`config.mk`:
```
export PLATFORM = sky130hd
export DESIGN_NAME = wb_data_port
export DESIGN_NICKNAME = d
export VERILOG_FILES = /design/src/source/mem_pkg.sv /design/src/source/wb_data_port.sv
export VERILOG_INCLUDE_DIRS = /design/src /design/src/source
export SDC_FILE = /design/constraint.sdc
export NUM_CORES = 1
export LEC_CHECK = 0
export ABC_AREA = 1
export BUFFER_PORTS_ARGS = -buffer_cell sky130_fd_sc_hd__buf_2
export CAP_MARGIN = 10
export CORE_AREA = 2 2 179 181
export CTS_CLUSTER_DIAMETER = 80
export CTS_CLUSTER_SIZE = 12
export DETAILED_ROUTE_END_ITERATION = 10
export DIE_AREA = 0 0 181 183
export MAX_ROUTING_LAYER = met4
export PLACE_DENSITY = 0.44
export SLEW_MARGIN = 25
export SYNTH_ARGS = -nofsm -noshare
export SYNTH_HDL_FRONTEND = slang
export SYNTH_SLANG_ARGS = --single-unit
```
`constraint.sdc`:
```
create_clock -name clk -period 5.1 [get_ports clk]
set_input_delay 0.51 -clock clk [delete_from_list [all_inputs] [get_ports clk]]
set_output_delay 0.51 -clock clk [all_outputs]
set_load 0.01 [all_outputs]
```
`src/source/mem_settings.svh`:
```
// ---------------------------------------------------------------------------
// memory subsystem constants
// ram base address, word count and data width
// ---------------------------------------------------------------------------

`ifndef MEM_SETTINGS_SVH
`define MEM_SETTINGS_SVH

// byte address of word 0
`define MEM_BASE 64'h0000_0000_8000_0000

// log2 of the number of 64-bit words, 512 words by default
`define MEM_AW 9

// data word width
`define XLEN 64

`endif

```
`src/source/mem_pkg.sv`:
```
// ---------------------------------------------------------------------------
// shared types for the memory subsystem
// data, instruction, address and byte select types
// wishbone slave and fetch state enums
// ---------------------------------------------------------------------------

`include "mem_settings.svh"

package mem_pkg;

  // one ram word
  typedef logic [`XLEN-1:0] word_t;

  // one instruction, half a word
  typedef logic [31:0] inst_t;

  // byte address
  typedef logic [63:0] addr_t;

  // one select bit per byte lane
  typedef logic [`XLEN/8-1:0] sel_t;

  // wishbone slave, idle or presenting ack/err
  typedef enum logic {
    WB_IDLE,
    WB_ACK
  } wb_state_t;

  // fetch sequencer, waiting for first redirect or streaming
  typedef enum logic {
    FETCH_IDLE,
    FETCH_RUN
  } fetch_state_t;

endpackage

```
`src/source/wb_data_port.sv`:
```
// ---------------------------------------------------------------------------
// wishbone classic slave on the ram data port
// range check with err, byte select to bit mask expansion
// registered read data presented with ack
// ---------------------------------------------------------------------------

`include "mem_settings.svh"

module wb_data_port import mem_pkg::*; (
  input  logic  clk,
  input  logic  arst_n,

  // wishbone slave side
  input  logic  wb_cyc,
  input  logic  wb_stb,
  input  logic  wb_we,
  input  addr_t wb_adr,
  input  word_t wb_dat_w,
  input  sel_t  wb_sel,
  output word_t wb_dat_r,
  output logic  wb_ack,
  output logic  wb_err,

  // ram data port
  output addr_t data_addr,
  output logic  mem_read,
  output logic  mem_write,
  output word_t write_mask,
  output word_t write_data,
  input  word_t read_data
);

  // first byte past the ram
  localparam addr_t mem_end = `MEM_BASE + (64'd8 << `MEM_AW);

  wb_state_t state;

  logic accept;
  logic in_range;

  // new request only taken in idle, held stb during ack is ignored
  assign accept   = (state == WB_IDLE) && wb_cyc && wb_stb;
  assign in_range = (wb_adr >= `MEM_BASE) && (wb_adr < mem_end);

  // ram access only for legal addresses on the accept edge
  assign data_addr  = wb_adr;
  assign write_data = wb_dat_w;
  assign mem_write  = accept && wb_we && in_range;
  assign mem_read   = accept && !wb_we && in_range;

  // byte lane i all ones when sel bit i set
  always_comb begin
    for (int i = 0; i < `XLEN/8; i++) begin
      write_mask[8*i +: 8] = {8{wb_sel[i]}};
    end
  end

  // state and outcome flags
  always_ff @(posedge clk or negedge arst_n) begin
    if (!arst_n) begin
      state  <= WB_IDLE;
      wb_ack <= 1'b0;
      wb_err <= 1'b0;
    end else begin
      case (state)
        WB_IDLE: begin
          if (accept) begin
            state  <= WB_ACK;
            wb_ack <= in_range;
            wb_err <= !in_range;
          end
        end
        WB_ACK: begin
          // single cycle ack or err, then back to idle
          state  <= WB_IDLE;
          wb_ack <= 1'b0;
          wb_err <= 1'b0;
        end
        default: state <= WB_IDLE;
      endcase
    end
  end

  // ram returns zero with mem_read low, so writes and errors give zero
  always_ff @(posedge clk) begin
    if (accept) begin
      wb_dat_r <= read_data;
    end
  end

endmodule

```
==> results of run 1 <==
-- per-layer routing --
metal	share of wire	vias up	global-route usage
li1	-	971	-
met1	0.34	977	0.0560
met2	0.46	215	0.0960
met3	0.15	62	0.0349
met4	0.053	0	0.0433
met5	0	-	-
-- logic make-up after synthesis --
kind of cell	count (synthesis)	synth area share
buffers and inverters	194	0.392
DFF	67	0.540
and+or+nand+nor	61	0.0683
-- synth_stat cells --
master | n | area share
nor2_1 | 35 | 0.036
nand4_1 | 1 | 0.0017
inv_1 | 2 | 0.0020
edfxtp_1 | 64 | 0.52
nor2_4 | 1 | 0.0030
nand2_1 | 20 | 0.020
nand3_2 | 1 | 0.0027
nor2_2 | 2 | 0.0034
dfrtp_1 | 3 | 0.020
and2_0 | 1 | 0.0017
buf_4 | 192 | 0.39
-- worst reg2reg max path: cells and delay by family, from the launching register on --
family | cells | cell delay (ns)
buf+inv | 1 | 0.57
flops | 1 | 0.42
simple gates | 1 | 0.62
-- final cells by class --
cell class                 instances  area (µm²)
clock buffer                      11         233
clock inverter                     5        53.8
fill                            3561       27000
inverter                           2        7.51
multi-input combinational         61         253
sequential                        67        2000
tap                              402         503
timing repair buffer             242        1220
-- path summary, 6_finish.rpt --
| check | from | end | slack (ns) |
|---|---|---|---|
| min | read_data[21] | wb_dat_r[21]$_DFFE_PP_ | 0.36 |
| min reg2reg | wb_err$_DFFE_PN0P_ | wb_err$_DFFE_PN0P_ | 0.48 |
| max reg2reg | state$_DFF_PN0_ | wb_dat_r[22]$_DFFE_PP_ | 3.10 |
| max in group asynchronous | arst_n | state$_DFF_PN0_ | 4.44 |
| max | state$_DFF_PN0_ | mem_write | 2.72 |
| min in group asynchronous | arst_n | wb_ack$_DFFE_PN0P_ | 0.54 |
-- state kept, by name, indices dropped and copies added (netlist names) --
register,flops
wb_dat_r,64
state,1
wb_ack,1
wb_err,1
-- metrics by stage --
stage          setup WS (ns)  cells
2_1_floorplan           2.60    322
3_3_place_gp            2.67    773
3_5_place_dp            2.68    773
4_1_cts                 2.59    790
5_1_grt                 2.54    790
6_report                2.72    790
-- power groups by stage --
| stage | registers (µW) | logic (µW) | clock network [µW] |
|---|---|---|---|
| floorplan | 661 | 171 | 0 |
| global placement | 648 | 145 | 0 |
| detailed placement | 648 | 145 | 0 |
| CTS | 637 | 146 | 626 |
| global route | 638 | 155 | 646 |
| finish | 637 | 143 | 599 |
-- layout by cell type, fill, tap and decap left out --
cell type	netlist	final
dfrtp_1	3	3
clkbuf_1	0	2
inv_1	2	2
and2_0	1	1
nor2_4	1	1
clkbuf_16	0	9
nor2_1	35	35
edfxtp_1	64	64
nand2_1	20	20
clkinv_2	0	3
nor2_2	2	2
buf_4	192	1
dlygate4sd3_1	0	1
bufinv_16	0	1
nand4_1	1	1
buf_2	0	240
nand3_2	1	1
clkinv_4	0	1
-- repair_timing --
item	4_1_cts	5_1_grt
endpoints found under the hold margin	3	0
hold buffers	1	0
setup buffers	0	0
==> out/qor.csv, run 1 <==
metric,value,unit
num_vias,2225,
synth_cell_types,11,
die-height,183,µm
postLayoutCellArea,4270,µm²
drtIter0Drc,70,
slew_violations,0,
globalplace.congestion,0.675,
drc_errors,1,
rows,65,
grt_pass1_wl,14100,µm
crit_buf_inv,1,
min_path_type,input pin to register,
maxCapViolations,0,
grt_pass1_vias,2208,
io_buffers,240,
setup_violations,0,
final_layout_size_suffix_gt1_frac,0.668,
nets,588,
fmax,419,MHz
ctsHtreeMaxLevel,3,
start_util,0.118,
swShare,0.222,
dieArea,33100,µm²
fp.coreArea,31200,µm²
clk_pin_slew,0.06,ns
track_usage,0.0610,
worst-path-stages,4,
die_w,181,µm
ys_seq_area_frac,0.540,
p_switching,306,µW
total_leakage_power,0.00184,µW
dr.pass1.iters,7,
path_cells,nor2_4 > nand3_2 > nor2_1 > buf_2,
utilization,0.137,
holdWs,0.360,ns
rsz0062_at_grt,false,
violations,DRC,
intPower,1070,µW
yosysWarnings,0,
reg2reg_depth,2,
design_power_total,1380,µW
totalWireLength,10600,µm
synth_nets,527,
insertion_delay,0.32,ns
start_kind,register,
syn_area_per_cell,11.5,µm²
antenna_found_initial,1,
cts_tree,done,
worst_slew_pin_slew,0.763,ns
synth-seq-cells,67,
wl_per_cell,13.4,µm
clock_skew,0.00676,ns
cts.sinks,67,
synth_area,3700,µm²
grt_overflow_total,0,
n_antenna_cell,0,
cp-end-kind,primary output,
finalHoldViolations,0,
fin_tns_setup,0,ns
power.density,323,nW/µm²
status,"complete, but fails checks",
crit_fanout,26,
period_share,0.467,
cpPeakStageDelay,0.62,ns
dp_hpwl,8920,µm
ioPinCount,465,
slowest_stage,nor2_4,
dpl_cell_area,3970,µm²
cts-root-buf,clkbuf_16,
seq_power_share,0.462,
pwr-share-comb,0.104,
slew_headroom,0.490,
critPathArrivalTime,1.87,ns
cts_buffers,9,
crit_required,4.59,ns
min_delay_path_depth,1,
vdd_ir_drop_max,116,µV
syn2layout_area_growth,15.3,%
cp_top_family,simple AND/OR/NAND/NOR gates,
clockPowerShare,0.434,
post_cts_resized,0,
grt_max_degree,43,
vias_per_cell,2.82,
worstSetupPathType,register to primary output,
ant_nets,0,
clockBufferDepth,2,
synthCells,322,
timing.final.crit_period,2.38,ns
(Power assumes the default switching activity.)
==> inputs of run 2 (changes only) <==
CORE_AREA = 2 2 178 180   (was 2 2 179 181)
DIE_AREA = 0 0 180 182   (was 0 0 181 183)
clock period = 2.47 ns   (was 5.1 ns; I/O delays follow)
==> out/qor.csv, run 2 (synthesized netlist as in run 1, its figures left out) <==
metric,value,unit,change
status,finished clean,,
slew_headroom,0.763,,+0.272
drc_errors,0,,-1
globalplace.congestion,0.752,,+11%
ioPinCount,465,,unchanged
dpl_cell_area,3980,µm²,+0.32%
pre_cts_slack,0.820,ns,-1.86 ns
min_to,wb_dat_r[34]$_DFFE_PP_,,
min_path_type,input pin to register,,
grt_pass1_vias,2178,,-1.4%
dp_hpwl,8300,µm,-6.9%
finalHoldViolations,0,,unchanged
numPlacedInstances,773,,unchanged
track_usage,0.0579,,-0.00314
slew_violations,0,,unchanged
grt_overflow_total,0,,unchanged
timing.rr.start,state$_DFF_PN0_,,
clock_skew,0.00936,ns,+0.00260 ns
postCtsSetupBuffers,0,,unchanged
timing.final.crit_period,1.58,ns,
crit_fanout,3,,-88%
ff2ff_setup_slack,1.15,ns,-1.95 ns
n_antenna_cell,0,,unchanged
vias_per_cell,2.79,,-1.0%
critPathArrivalTime,1.33,ns,-0.54 ns
final_layout_size_suffix_gt1_frac,0.673,,+0.00515
cts_tree,done,,
power.density,670,nW/µm²,+110%
layout_commonest_cell,buf_2,,
min_delay_path_depth,1,,unchanged
fin_ws,0.888,ns,-1.83 ns
die-height,182,µm,-0.55%
cts-root-buf,clkbuf_16,,
vdd_ir_drop_max,378,µV,+220%
die_w,180,µm,-0.55%
cp-end-kind,primary output,,
regMostFlops,wb_dat_r,,
num_vias,2202,,-1.0%
grt_max_degree,65,,+51%
ctsHtreeMaxLevel,3,,unchanged
totalWireLength,9860,µm,-6.9%
drtIter0Drc,81,,+16%
maxCapViolations,0,,unchanged
r2r_end,wb_dat_r[55]$_DFFE_PP_,,
insertion_delay,0.32,ns,about the same
grt_pass1_wl,13500,µm,-4.6%
fin_cells,790,,unchanged
largest_reg_flops,64,,unchanged
wl_per_cell,12.5,µm,-6.9%
utilization,0.139,,+0.00192
antenna_found_initial,0,,-1
reg2reg_depth,2,,unchanged
post_cts_resized,0,,unchanged
rsz0062_at_grt,false,,
worstSetupPathType,input pin to primary output,,
worst_slew_pin_slew,0.356,ns,-0.407 ns
start_kind,input pin,,
cts_buffers,9,,unchanged
worstHoldStart,read_data[34],,
fp.coreArea,31000,µm²,-0.78%
ant_nets,0,,unchanged
crit_required,2.22,ns,-2.37 ns
setup_violations,0,,unchanged
cts.sinks,67,,unchanged
clockBufferDepth,2,,unchanged
io_buffers,240,,unchanged
clk_pin_slew,0.06,ns,about the same
syn2layout_area_growth,16.0,%,
fin_tns_setup,0,ns,unchanged
period_share,0.640,,
dieArea,32800,µm²,-1.1%
total_leakage_power,0.00185,µW,+0.56%
dr.pass1.iters,4,,-3
rows,65,,unchanged
fmax,632,MHz,
nets,588,,unchanged
layout_common_cells,"240 x buf_2, 64 x edfxtp_1, 35 x nor2_1",,
start_util,0.119,,+0.000933
postLayoutCellArea,4290,µm²,+0.62%
==> run 2: cell types whose count changed in the layout (fill, tap and decap cells not counted), sizes merged <==
cell / change
inv: +2
clkbuf: -2
==> run 2: worst max-delay path by stage <==
stage | to | cells past startpoint | startpoint | slack [ns]
after floorplan | mem_read | 3 | state$_DFF_PN0_ | 0.41
after global placement | mem_write | 9 | wb_adr[58] | 0.87
after detailed placement | mem_write | 9 | wb_adr[58] | 0.82
after CTS | mem_read | 9 | wb_adr[58] | 0.81
after global routing | mem_read | 9 | wb_adr[58] | 0.71
final | mem_read | 9 | wb_adr[58] | 0.89
==> run 2: where the power goes <==
part | total [µW] | switching [µW] | leakage, µW | internal [µW]
logic | 298 | 161 | 0.00107 | 136
registers | 1310 | 11.9 | 0.000635 | 1300
clock network | 1270 | 478 | 0.000150 | 787
==> run 2: layout make-up <==
class	instances	area [µm²]
Clock buffer	9	225
Clock inverter	7	75.1
Fill cell	3520	26700
Inverter	2	7.51
Multi-Input combinational cell	61	253
Sequential cell	67	2000
Tap cell	402	503
Timing Repair Buffer	242	1230
==> run 2: through the flow <==
stage | total power (µW) | hold slack (ns)
floorplan | 1720 | -0.0486
CTS | 2940 | 0.0802
detailed placement | 1640 | 0.0465
finish | 2880 | 0.0958
global placement | 1640 | 0.0480
global route | 3020 | 0.0770
==> run 2: worst max-delay path: stages <==
cell and delay [ns]:
buf_2 0.13, nor2_1 0.10, nand2_1 0.17, nor2_1 0.13, nand2_1 0.07, nor2_2 0.15
nand3_2 0.11, nor2_1 0.09, buf_2 0.13
==> run 2: layer usage <==
| layer | GRT usage | routed length (µm) | up-vias |
|---|---|---|---|
| met1 | 0.0607 | 3750 | 964 |
| met5 | - | 0 | - |
| met2 | 0.0792 | 4050 | 203 |
| li1 | - | - | 970 |
| met4 | 0.0433 | 545 | 0 |
| met3 | 0.0345 | 1520 | 65 |
==> run 2: repair_timing <==
item                                    CTS  global route
hold buffers                              1             0
endpoints found under the setup margin    0             0
endpoints found under the hold margin     3             0
