**src/source/mem_settings.svh**
```systemverilog
// ---------------------------------------------------------------------------
// memory subsystem constants
// ram base address, word count and data width
// ---------------------------------------------------------------------------

`ifndef MEM_SETTINGS_SVH
`define MEM_SETTINGS_SVH

// byte address of word 0
`define MEM_BASE 64'h0000_0000_8000_0000

// log2 of the number of 64-bit words, 512 words by default
`define MEM_AW 9

// data word width
`define XLEN 64

`endif

```
**src/source/mem_pkg.sv**
```systemverilog
// ---------------------------------------------------------------------------
// shared types for the memory subsystem
// data, instruction, address and byte select types
// wishbone slave and fetch state enums
// ---------------------------------------------------------------------------

`include "mem_settings.svh"

package mem_pkg;

  // one ram word
  typedef logic [`XLEN-1:0] word_t;

  // one instruction, half a word
  typedef logic [31:0] inst_t;

  // byte address
  typedef logic [63:0] addr_t;

  // one select bit per byte lane
  typedef logic [`XLEN/8-1:0] sel_t;

  // wishbone slave, idle or presenting ack/err
  typedef enum logic {
    WB_IDLE,
    WB_ACK
  } wb_state_t;

  // fetch sequencer, waiting for first redirect or streaming
  typedef enum logic {
    FETCH_IDLE,
    FETCH_RUN
  } fetch_state_t;

endpackage

```
**src/source/fetch_seq.sv**
```systemverilog
// ---------------------------------------------------------------------------
// fetch sequencer
// program counter with redirect, one instruction per cycle on valid/ready
// ---------------------------------------------------------------------------

module fetch_seq import mem_pkg::*; (
  input  logic  clk,
  input  logic  arst_n,

  // redirect from the consumer side
  input  logic  redirect,
  input  addr_t redirect_pc,
  input  logic  fetch_ready,

  // ram instruction port
  output addr_t inst_addr,
  output logic  inst_en,
  input  inst_t ram_inst,

  // instruction stream
  output inst_t inst,
  output addr_t inst_pc,
  output logic  inst_valid
);

  fetch_state_t state;

  logic  transfer;
  logic  load;
  addr_t pc_next;

  assign inst_valid = (state == FETCH_RUN);
  assign transfer   = inst_valid && fetch_ready;

  // redirect wins over a pending transfer
  assign load    = redirect || transfer;
  assign pc_next = redirect ? redirect_pc : inst_pc + 64'd4;

  // look up the next pc so the instruction is ready with it
  assign inst_addr = pc_next;
  assign inst_en   = load;

  // counter and state
  always_ff @(posedge clk or negedge arst_n) begin
    if (!arst_n) begin
      state   <= FETCH_IDLE;
      inst_pc <= '0;
    end else begin
      if (redirect) begin
        state <= FETCH_RUN;
      end
      if (load) begin
        inst_pc <= pc_next;
      end
    end
  end

  // instruction held through stalls
  always_ff @(posedge clk) begin
    if (load) begin
      inst <= ram_inst;
    end
  end

endmodule

```
**config.mk**
```make
export PLATFORM = sky130hd
export DESIGN_NAME = fetch_seq
export DESIGN_NICKNAME = d
export VERILOG_FILES = /design/src/source/mem_pkg.sv /design/src/source/fetch_seq.sv
export VERILOG_INCLUDE_DIRS = /design/src /design/src/source
export SDC_FILE = /design/constraint.sdc
export NUM_CORES = 1
export LEC_CHECK = 0
export BUFFER_PORTS_ARGS = -buffer_cell sky130_fd_sc_hd__buf_2
export CAP_MARGIN = 30
export CORE_ASPECT_RATIO = 0.7
export CORE_MARGIN = 8
export CORE_UTILIZATION = 30
export DETAILED_ROUTE_END_ITERATION = 10
export PLACE_DENSITY = 0.56
export SYNTH_ARGS = -nofsm -noshare
export SYNTH_HDL_FRONTEND = slang
export SYNTH_SLANG_ARGS = --single-unit
```
**constraint.sdc**
```tcl
create_clock -name clk -period 2.06 [get_ports clk]
set_input_delay 0 -clock clk [delete_from_list [all_inputs] [get_ports clk]]
set_output_delay 0 -clock clk [all_outputs]
set_load 0.01 [all_outputs]
```
==> results_dict.tcl, run 1 <==
set metrics [dict create \
    min_period_over_period 1.189 \
    avgViaCountPerCell 5.293 \
    final.min_clock_period_ns 2.450 \
    swShare 0.3538 \
    crit_family "simple AND/OR/NAND/NOR gates" \
    clock-root-buffer "clkbuf_16" \
    clk_pin_slew_ns 0.07 \
    grt_pass1_vias 8094 \
    setup_viol 77 \
    dr.max_layer_used "met4" \
    drc 0 \
    path_common_cell "buf_6" \
    synth_flop_cell "dfrtp_1" \
    start_util 0.3017 \
    skew_ns 0.009133 \
    ys_seq_elements 97 \
    clock-sinks 97 \
    synthCells 718 \
    slew_headroom 0.5928 \
    pwr-share-comb 0.379 \
    core_area_um2 22330 \
    synth_nets 819 \
    io_buffer_count 261 \
    ctsHtreeMaxLevel 3 \
    grt_util_all_layers 0.2299 \
    rsz0062_at_grt "true" \
    failed_checks "setup timing" \
    cp_slowest_cell "dfrtp_2" \
    crit_arrival_ns 2.45 \
    ir_drop_uv 421.5 \
    pwr-share-clk 0.257 \
    ant_nets 0 \
    diodes 0 \
    yosysWarnings 0 \
    clockBufferDepth 2 \
    p_switching_mw 2.312 \
    required_ns 2.06 \
    hold_viol 0 \
    die_h_um 141.4 \
    worstSetupPathType "reg2out" \
    syn_area_per_cell_um2 9.384 \
    drv_slew 0 \
    tightest_slew_ns 0.6107 \
    p_seq_frac 0.364 \
    dieArea_um2 27590 \
    worstReg2RegStart "inst_pc[3]" \
    wl_met2_um 14920 \
    start_kind "flip-flop" \
    worst_setup_path_end_kind "output pin" \
    wl_per_cell_um 21.76 \
    dr_wl_met3_um 2415 \
    fmax_mhz 408.1 \
    synthesis.area_um2 6738 \
    p_per_area_nw_per_um2 524.7 \
    outcome "finished with violations" \
    firstDrtPassIters 7 \
    setup_ws_ns -0.3902 \
    synth_cell_types 61 \
    path_cells "ha_4 -> nand3_4 -> buf_6 -> nor4_4 -> buf_4 -> nand4_1 -> xnor2_1 -> mux2_4 -> buf_6" \
    final_nets 1344 \
    synth_edf_count 32 \
    antenna_found_initial 0 \
    dr.first_iter.drc_count 492 \
    finalPower_mw 6.536 \
    cts_buffers 9 \
    crit_start "inst_pc[3]" \
    die_w_um 195.1 \
    rows 46 \
    via_count 8130 \
    max_stage_delay_ns 0.40 \
    utilization 0.5578 \
    num_io_pins 262 \
    dpl.hpwl_um 24440 \
    met1_length_um 15510 \
    clock_latency_ns 0.36 \
    crit_buf_inv 3 \
    synth-async-reset-ratio 0.6701 \
    drive_gt1_frac 0.5705 \
    gp_congestion 0.9046 \
    holdCritPathClass "in2reg" \
    cp_max_fo 5 \
    grt_max_degree 67 \
    grt_overflow 0 \
    maxCapViolations 0 \
    grt_pass1_wl_um 49530 \
    setup_tns_ns -18.16 \
    worstHoldStart "redirect_pc[43]" \
    cts_tree "yes" \
    internal_power_mw 4.224 \
    wl_um 33430 \
    fill_cells 1959 \
    areaGrowthSynthToFinish_pct 84.87 \
    seq_area_frac_synth 0.3840 \
    p_leak_nw 5.585 \
]
[worst register-to-register path, cell delays in order, from the launching register on]
cell     delay (ns)
dfrtp_2        0.40
buf_4          0.12
buf_6          0.10
nand4_4        0.13
buf_6          0.16
buf_6          0.12
nor4_4         0.28
buf_4          0.20
buf_6          0.11
nand3_4        0.08
buf_6          0.15
xnor2_1        0.12
mux2_2         0.26
[area by class of cell]
| type | count | area, um^2 | area share |
|---|---|---|---|
| multi-input cells | 566 | 5027 | 0.4036 |
| repair buffers | 560 | 4158 | 0.3338 |
| flip-flops and latches | 97 | 2599 | 0.2086 |
| well taps | 288 | 360.3 | 0.02893 |
| clock buffers | 9 | 225.2 | 0.01808 |
| clock inverters | 7 | 52.55 | 0.004219 |
| inverters | 9 | 33.78 | 0.002712 |
[repair_timing]
item,4_1_cts,5_1_grt
cloned,1,0
hold buffers,73,0
gates resized for setup,140,147
buffers inserted,34,38
pin swaps,52,52
setup endpoints to repair,74,104
hold endpoints to repair,107,0
[final timing paths]
path | depth (start not counted) | endpoint | slack [ns]
min in group asynchronous | 2 | inst_pc[1] | 0.18
hold / removal | 3 | inst_pc[43] | 0.01
max in group asynchronous | 3 | inst_pc[37] | 1.33
setup reg to reg | 12 | inst_pc[31] | -0.29
setup / recovery | 9 | inst_addr[40] | -0.39
hold reg to reg | 1 | inst_pc[1] | 0.53
[metal layers]
layer,global-route usage,vias up
li1,-,3761
met1,0.3143,3949
met2,0.3589,376
met3,0.05939,44
met4,0.05489,0
met5,0,-
[power by group through the flow]
stage / clock [mW] / sequential (mW) / combinational [mW]
6_report: 1.68 / 2.38 / 2.48
5_1_grt: 1.79 / 2.39 / 2.65
2_1_floorplan: 0 / 2.51 / 0.802
3_5_place_dp: 0 / 2.38 / 1.99
4_1_cts: 1.73 / 2.35 / 2.30
3_3_place_gp: 0 / 2.38 / 1.98
[flip-flops by register name, summed over array words and instances (netlist names)]
name,count
inst_pc,64
inst,32
inst_valid,1
[cells in the final DEF (no fill, tap or decap), types with 14 or more instances in the layout]
master / Yosys / layout
nand2_1: 63 / 50
xor2_1: 25 / 24
nor4_4: 3 / 21
buf_2: 17 / 242
edfxtp_1: 32 / 32
mux2_4: 0 / 23
and3_1: 17 / 17
xnor2_1: 33 / 27
o21ai_0: 20 / 15
dlygate4sd3_1: 0 / 73
nor2_1: 59 / 51
nand3_1: 38 / 22
mux2_2: 58 / 37
buf_6: 0 / 63
nor3_1: 26 / 14
buf_4: 1 / 170
nand4_1: 39 / 39
dfrtp_1: 65 / 56
nand3_4: 1 / 14
[synth_stat cells (3+ instances only)]
cell / instances / share of area
inv_1: 8 / 0.0045
nor4_1: 29 / 0.027
or3_1: 6 / 0.0056
nor4b_1: 7 / 0.0091
buf_1: 4 / 0.0022
nor3_1: 26 / 0.019
and2_1: 9 / 0.0084
nor3b_1: 3 / 0.0033
o21ai_0: 20 / 0.015
and3_1: 17 / 0.016
a221oi_1: 3 / 0.0039
edfxtp_1: 32 / 0.14
and4_1: 9 / 0.012
xor2_1: 25 / 0.032
nor4_4: 3 / 0.0095
a21boi_0: 3 / 0.0033
nand2_1: 63 / 0.035
nand4_2: 3 / 0.0056
a211oi_1: 11 / 0.012
nand4_4: 3 / 0.0095
a21oi_1: 12 / 0.0089
mux2_2: 58 / 0.097
nand3_2: 3 / 0.0045
nor2b_1: 5 / 0.0046
nand4_1: 39 / 0.036
dfrtp_1: 65 / 0.24
o311a_1: 5 / 0.0074
a31oi_1: 5 / 0.0046
o31a_1: 9 / 0.012
o21a_1: 6 / 0.0067
mux2i_1: 6 / 0.0089
nand3_1: 38 / 0.028
a311oi_1: 6 / 0.0078
nor2_1: 59 / 0.033
o31ai_1: 3 / 0.0033
buf_2: 17 / 0.013
clkbuf_1: 24 / 0.013
xnor2_1: 33 / 0.043
nand2b_1: 11 / 0.010
[cell families after synthesis]
family                     count (synthesis)  share of synthesized area
and+or+nand+nor                          347                     0.2971
xor gates and xnor gates                  58                    0.07540
AOI/OAI and AO/OA                         94                    0.09805
DFF                                       97                     0.3840
buffers and inverters                     55                    0.03435
muxes                                     66                     0.1092
adders and majority gates                  1                   0.001857
[through the flow]
| stage | std cells | hold WS [ns] | instance area, um^2 | setup WS [ns] |
|---|---|---|---|---|
| floorplan | 718 | -0.2956 | 6758 | -0.005727 |
| global placement | 1382 | 0.03699 | 9545 | -0.1389 |
| detailed placement | 1382 | 0.03566 | 9545 | -0.1858 |
| CTS | 1505 | 0.001010 | 11530 | -0.4713 |
| global route | 1536 | 0.02110 | 12460 | -0.4744 |
| finish | 1536 | 0.009687 | 12460 | -0.3902 |
Power figures use the tool's default switching activity.
==> run 2, diff against run 1 <==
Settings changed: CELL_PAD_IN_SITES_DETAIL_PLACEMENT set to 0, CELL_PAD_IN_SITES_GLOBAL_PLACEMENT set to 1, PLACE_DENSITY 0.56 to 0.72.
==> run 2 against run 1 <==
Compared with the run above: the flow still finishes with violations (setup timing); global-route usage shrank 0.46 points; combinational power decreased by 4%; clock skew is 0.0033 ns higher; worst hold slack improved by 0.010 ns; first-iteration DRC count shrank 3.5%; design area down 1.5%; clock power about the same; cell count fell by 0.13%; largest power group unchanged; sequential power about the same; via count is 2.0% lower; maximum frequency increased by 1.1%; sequential share of layout area grew 0.40 points.
==> results_dict.tcl, run 2 (synthesis gave the netlist of run 1 again) <==
set metrics [dict create \
    outcome "finished with violations" \
    failed_checks "setup timing" \
    antenna_found_initial 0 \
    cp_slowest_cell "dfrtp_2" \
    hold_ws_ns 0.01982 \
    setup_ws_ns -0.3634 \
    clk_pin_slew_ns 0.08 \
    maxCapViolations 0 \
    clock-sinks 97 \
    final_nets 1342 \
    cp_max_fo 6 \
    crit_arrival_ns 2.42 \
    wl_um 32200 \
    worstSetupPathType "reg2out" \
    crit_start "inst_pc[3]" \
    clock_latency_ns 0.36 \
    worst_setup_path_end_kind "output pin" \
    grt_pass1_vias 8021 \
    drive_gt1_frac 0.5738 \
    slew_headroom 0.5648 \
    tightest_slew_ns 0.6528 \
    grt_overflow 0 \
    placed_cells 1374 \
    fmax_mhz 412.6 \
    setup_viol 71 \
    gp_congestion 0.9070 \
    skew_ns 0.01247 \
    path_cells "ha_4 -> nand3_4 -> buf_6 -> nor4_4 -> buf_4 -> and2_4 -> a211oi_1 -> a311oi_1 -> buf_2" \
    utilization 0.5492 \
    final_common_cell "buf_2" \
    cts_tree "yes" \
    r2r_slack_ns -0.15 \
    final.min_clock_period_ns 2.423 \
    rsz0062_at_grt "true" \
    hold_viol 0 \
    start_kind "flip-flop" \
    start_util 0.3017 \
    dieArea_um2 27590 \
    num_io_pins 262 \
    largest_reg_flops 64 \
    required_ns 2.06 \
    die_w_um 195.1 \
    crit_family "buffers and inverters" \
    drc 0 \
    top_register "inst_pc" \
    die_h_um 141.4 \
    p_per_area_nw_per_um2 526.3 \
    wl_per_cell_um 20.99 \
    ff2ff_path_depth 10 \
    finalPower_mw 6.454 \
    grt_util_all_layers 0.2252 \
    final_cell_mix "245 x buf_2, 171 x buf_4, 72 x dlygate4sd3_1, 62 x buf_6, 52 x nand2_1" \
    min_period_over_period 1.176 \
    avgViaCountPerCell 5.195 \
    cp.depth 9 \
    ctsHtreeMaxLevel 3 \
    clockBufferDepth 2 \
    holdCritPathClass "in2reg" \
    crit_end "inst_addr[58]" \
    max_stage_delay_ns 0.39 \
    core_area_um2 22330 \
    via_count 7969 \
    ir_drop_uv 405.6 \
    io_buffer_count 261 \
    cts_buffers 9 \
    rows 46 \
    worstReg2RegStart "inst_pc[3]" \
    crit_buf_inv 3 \
    worstReg2RegEnd "inst_pc[31]" \
    dr.first_iter.drc_count 475 \
    diodes 0 \
    dpl.hpwl_um 23710 \
    areaGrowthSynthToFinish_pct 82.02 \
    fill_cells 2022 \
    drv_slew 0 \
    clock-root-buffer "clkbuf_16" \
    grt_pass1_wl_um 48930 \
    ant_nets 0 \
    p_leak_nw 5.458 \
    firstDrtPassIters 5 \
    grt_max_degree 64 \
    instances_no_fill 1534 \
]
==> run 2: changes by cell type in the layout (fill, tap and decap cells not counted), moves of 5 or more <==
cell	previous run	this run
nor3_2	10	5
buf_12	10	5
dfrtp_1	56	49
mux2_2	37	46
o21ai_0	15	10
mux2_4	23	13
dfrtp_2	9	16
==> run 2: layout make-up <==
cell class / count / area, um^2 / area share
Timing Repair Buffer: 557 / 4059 / 0.3310
Multi-Input combinational cell: 567 / 4917 / 0.4009
Clock inverter: 7 / 61.31 / 0.004999
Clock buffer: 9 / 225.2 / 0.01836
Sequential cell: 97 / 2608 / 0.2126
Inverter: 9 / 33.78 / 0.002755
Tap cell: 288 / 360.3 / 0.02938
==> run 2: power breakdown <==
part	leakage [nW]	internal, mW	switching, mW
clock	0.142	0.848	0.852
sequential	1.07	2.19	0.181
combinational	4.25	1.15	1.23
total	5.46	4.19	2.27
==> run 2: repair_timing <==
action                                 in CTS  in global routing
cloned                                      3                  0
resized for setup                         167                115
pin swaps                                  53                 48
hold buffers                               72                  0
endpoints found under the hold margin     113                  0
setup endpoints to repair                  71                 95
buffers inserted                           47                 27
==> run 2: routing by layer <==
layer / up-vias / track usage / part of all wire
met5: - / 0 / 0
met4: 0 / 0.04097 / 0.015
met3: 35 / 0.06247 / 0.076
met2: 299 / 0.3549 / 0.45
met1: 3875 / 0.3074 / 0.46
li1: 3760 / - / -
==> run 2: how the worst min path moves through the flow <==
stage,to,cells past startpoint,slack (ns),startpoint
finish,inst_pc[39],3,0.02,redirect_pc[39]
detailed placement,inst_pc[53],1,0.07,arst_n
global route,inst_pc[35],3,0.04,redirect_pc[35]
CTS,inst_pc[55],3,0.0003,redirect_pc[55]
global placement,inst_pc[53],1,0.07,arst_n
floorplan,inst_pc[0],0,-0.30,arst_n
==> run 2: per-stage QoR <==
step,TNS [ns],worst slack (ns),cell area [um^2]
after floorplan,-0.005727,-0.005727,6758
after global placement,-1.215,-0.1974,9410
after CTS,-12.27,-0.3413,11610
after detailed placement,-1.823,-0.1530,9410
final,-12.34,-0.3634,12260
after global routing,-20.31,-0.4274,12260
==> run 2: worst min-delay path, delay by kind of cell <==
family / cells / cell delay [ns]
compound gates: 1 / 0.16
simple gates: 1 / 0.11
buf+inv: 1 / 0.07
==> run 3, diff against run 2 <==
Settings changed: PLACE_DENSITY 0.72 to 0.69.
Clock period 2.06 ns to 2.35 ns, I/O delays scaled along.
==> run 3 against run 2 <==
Compared with the run above: core utilization decreased by 4.4 points; the flow still finishes with violations (setup timing); setup slack improved by 0.33 ns; largest cell class unchanged; routed wire length decreased by 2.4%; critical endpoint is now inst_addr[40].
==> results_dict.tcl, run 3 (synthesis gave the netlist of run 1 again) <==
set metrics [dict create \
    outcome "finished with violations" \
    failed_checks "setup timing" \
    internal_power_mw 3.585 \
    rows 46 \
    tightest_slew_ns 0.6207 \
    final_cell_mix "249 x buf_2, 135 x buf_4, 75 x dlygate4sd3_1, 57 x nand2_1, 53 x nor2_1" \
    fill_cells 2102 \
    p_per_area_nw_per_um2 491.9 \
    required_ns 2.35 \
    grt_pass1_wl_um 47370 \
    ir_drop_uv 353.8 \
    clock-sinks 97 \
    setup_viol 11 \
    final.min_clock_period_ns 2.388 \
    clock-root-buffer "clkbuf_16" \
    ant_nets 0 \
    antenna_found_initial 2 \
    grt_util_all_layers 0.2208 \
    drv_slew 0 \
    dr.first_iter.drc_count 492 \
    skew_ns 0.01224 \
    die_w_um 195.1 \
    grt_max_degree 67 \
    dieArea_um2 27590 \
    core_area_um2 22330 \
    clockBufferDepth 2 \
    final_nets 1277 \
    dpl.hpwl_um 23280 \
    rsz0062_at_grt "true" \
    holdCritPathClass "in2reg" \
    clock_latency_ns 0.37 \
    largest_reg_flops 64 \
    drive_gt1_frac 0.5284 \
    via_count 7704 \
    worstSetupPathType "reg2out" \
    p_seq_frac 0.384 \
    io_buffer_count 261 \
    gp_congestion 0.8787 \
    wl_per_cell_um 21.37 \
    placed_cells 1306 \
    grt_pass1_vias 7701 \
    avgViaCountPerCell 5.237 \
    finalPower_mw 5.552 \
    crit_arrival_ns 2.39 \
    drc 0 \
    p_leak_nw 4.868 \
    cts_tree "yes" \
    clk_pin_slew_ns 0.07 \
    path_cells "nand4_1 -> buf_4 -> nor2_2 -> buf_4 -> nand4_1 -> xnor2_2 -> mux2_4 -> buf_6" \
    fmax_mhz 418.8 \
    worst_setup_path_end_kind "output pin" \
    maxCapViolations 0 \
    min_period_over_period 1.016 \
    cp_slowest_cell "dfrtp_1" \
    hold_ws_ns 0.01167 \
    setup_tns_ns -0.1849 \
    utilization 0.5054 \
    instances_no_fill 1471 \
    max_stage_delay_ns 0.40 \
    cts_buffers 9 \
    start_util 0.3017 \
    wl_um 31440 \
    num_io_pins 262 \
    grt_overflow 0 \
    placed_area_um2 8882 \
    start_kind "flip-flop" \
    swShare 0.3543 \
    slew_headroom 0.5862 \
    final_common_cell "buf_2" \
    p_switching_mw 1.967 \
    pwr-share-comb 0.342 \
    cp_max_fo 6 \
    hold_viol 0 \
    pwr-share-clk 0.274 \
    ctsHtreeMaxLevel 3 \
    dp_slack_ns -0.06254 \
    areaGrowthSynthToFinish_pct 67.50 \
    firstDrtPassIters 5 \
    setup_ws_ns -0.03786 \
    final_cell_area_um2 11290 \
    die_h_um 141.4 \
    top_register "inst_pc" \
]
[run 3: repair_timing]
| action | in CTS | in global routing |
|---|---|---|
| hold buffers | 75 | 0 |
| pin swaps | 27 | 34 |
| endpoints found under the setup margin | 47 | 46 |
| resized for setup | 110 | 75 |
| buffers inserted | 42 | 32 |
| hold endpoints to repair | 138 | 0 |
[run 3: critical path, delay by kind of cell, from the launching register on]
| kind | cells | cell delay [ns] |
|---|---|---|
| xor+xnor | 1 | 0.23 |
| buf+inv | 3 | 0.52 |
| flops | 1 | 0.40 |
| mux | 1 | 0.27 |
| simple gates | 3 | 0.61 |
[run 3: metal layers]
layer / GRT usage / vias up / wire length (um)
li1: - / 3619 / -
met1: 0.3002 / 3758 / 14560
met2: 0.3440 / 293 / 13970
met3: 0.06176 / 34 / 2336
met4: 0.05091 / 0 / 566
met5: 0 / - / 0
[run 3: layout make-up]
| cell class | count | area (um^2) | share of cell area |
|---|---|---|---|
| Timing Repair Buffer | 493 | 3455 | 0.3061 |
| Multi-Input combinational cell | 566 | 4517 | 0.4002 |
| Tap cell | 288 | 360.3 | 0.03193 |
| Inverter | 9 | 33.78 | 0.002993 |
| Sequential cell | 97 | 2626 | 0.2327 |
| Clock buffer | 9 | 225.2 | 0.01996 |
| Antenna cell | 2 | 5.005 | 0.0004435 |
| Clock inverter | 7 | 63.81 | 0.005654 |
[run 3: final timing paths]
check / slack, ns / from / depth (start not counted) / endpoint
min in group asynchronous: 0.19 / arst_n / 3 / inst_pc[57]
worst min-delay path: 0.01 / redirect_pc[55] / 3 / inst_pc[55]
max in group asynchronous: 1.59 / arst_n / 3 / inst_pc[5]
worst max register to register: 0.14 / inst_pc[18] / 8 / inst_pc[31]
worst max-delay path: -0.04 / inst_pc[21] / 8 / inst_addr[40]
worst min register to register: 0.54 / inst_pc[0] / 1 / inst_pc[0]
[run 3: power by group through the flow]
stage / clock network (mW) / logic (mW) / registers, mW
floorplan: 0 / 0.699 / 2.20
global placement: 0 / 1.55 / 2.13
detailed placement: 0 / 1.54 / 2.15
CTS: 1.56 / 1.81 / 2.13
global route: 1.62 / 2.05 / 2.16
finish: 1.52 / 1.90 / 2.13
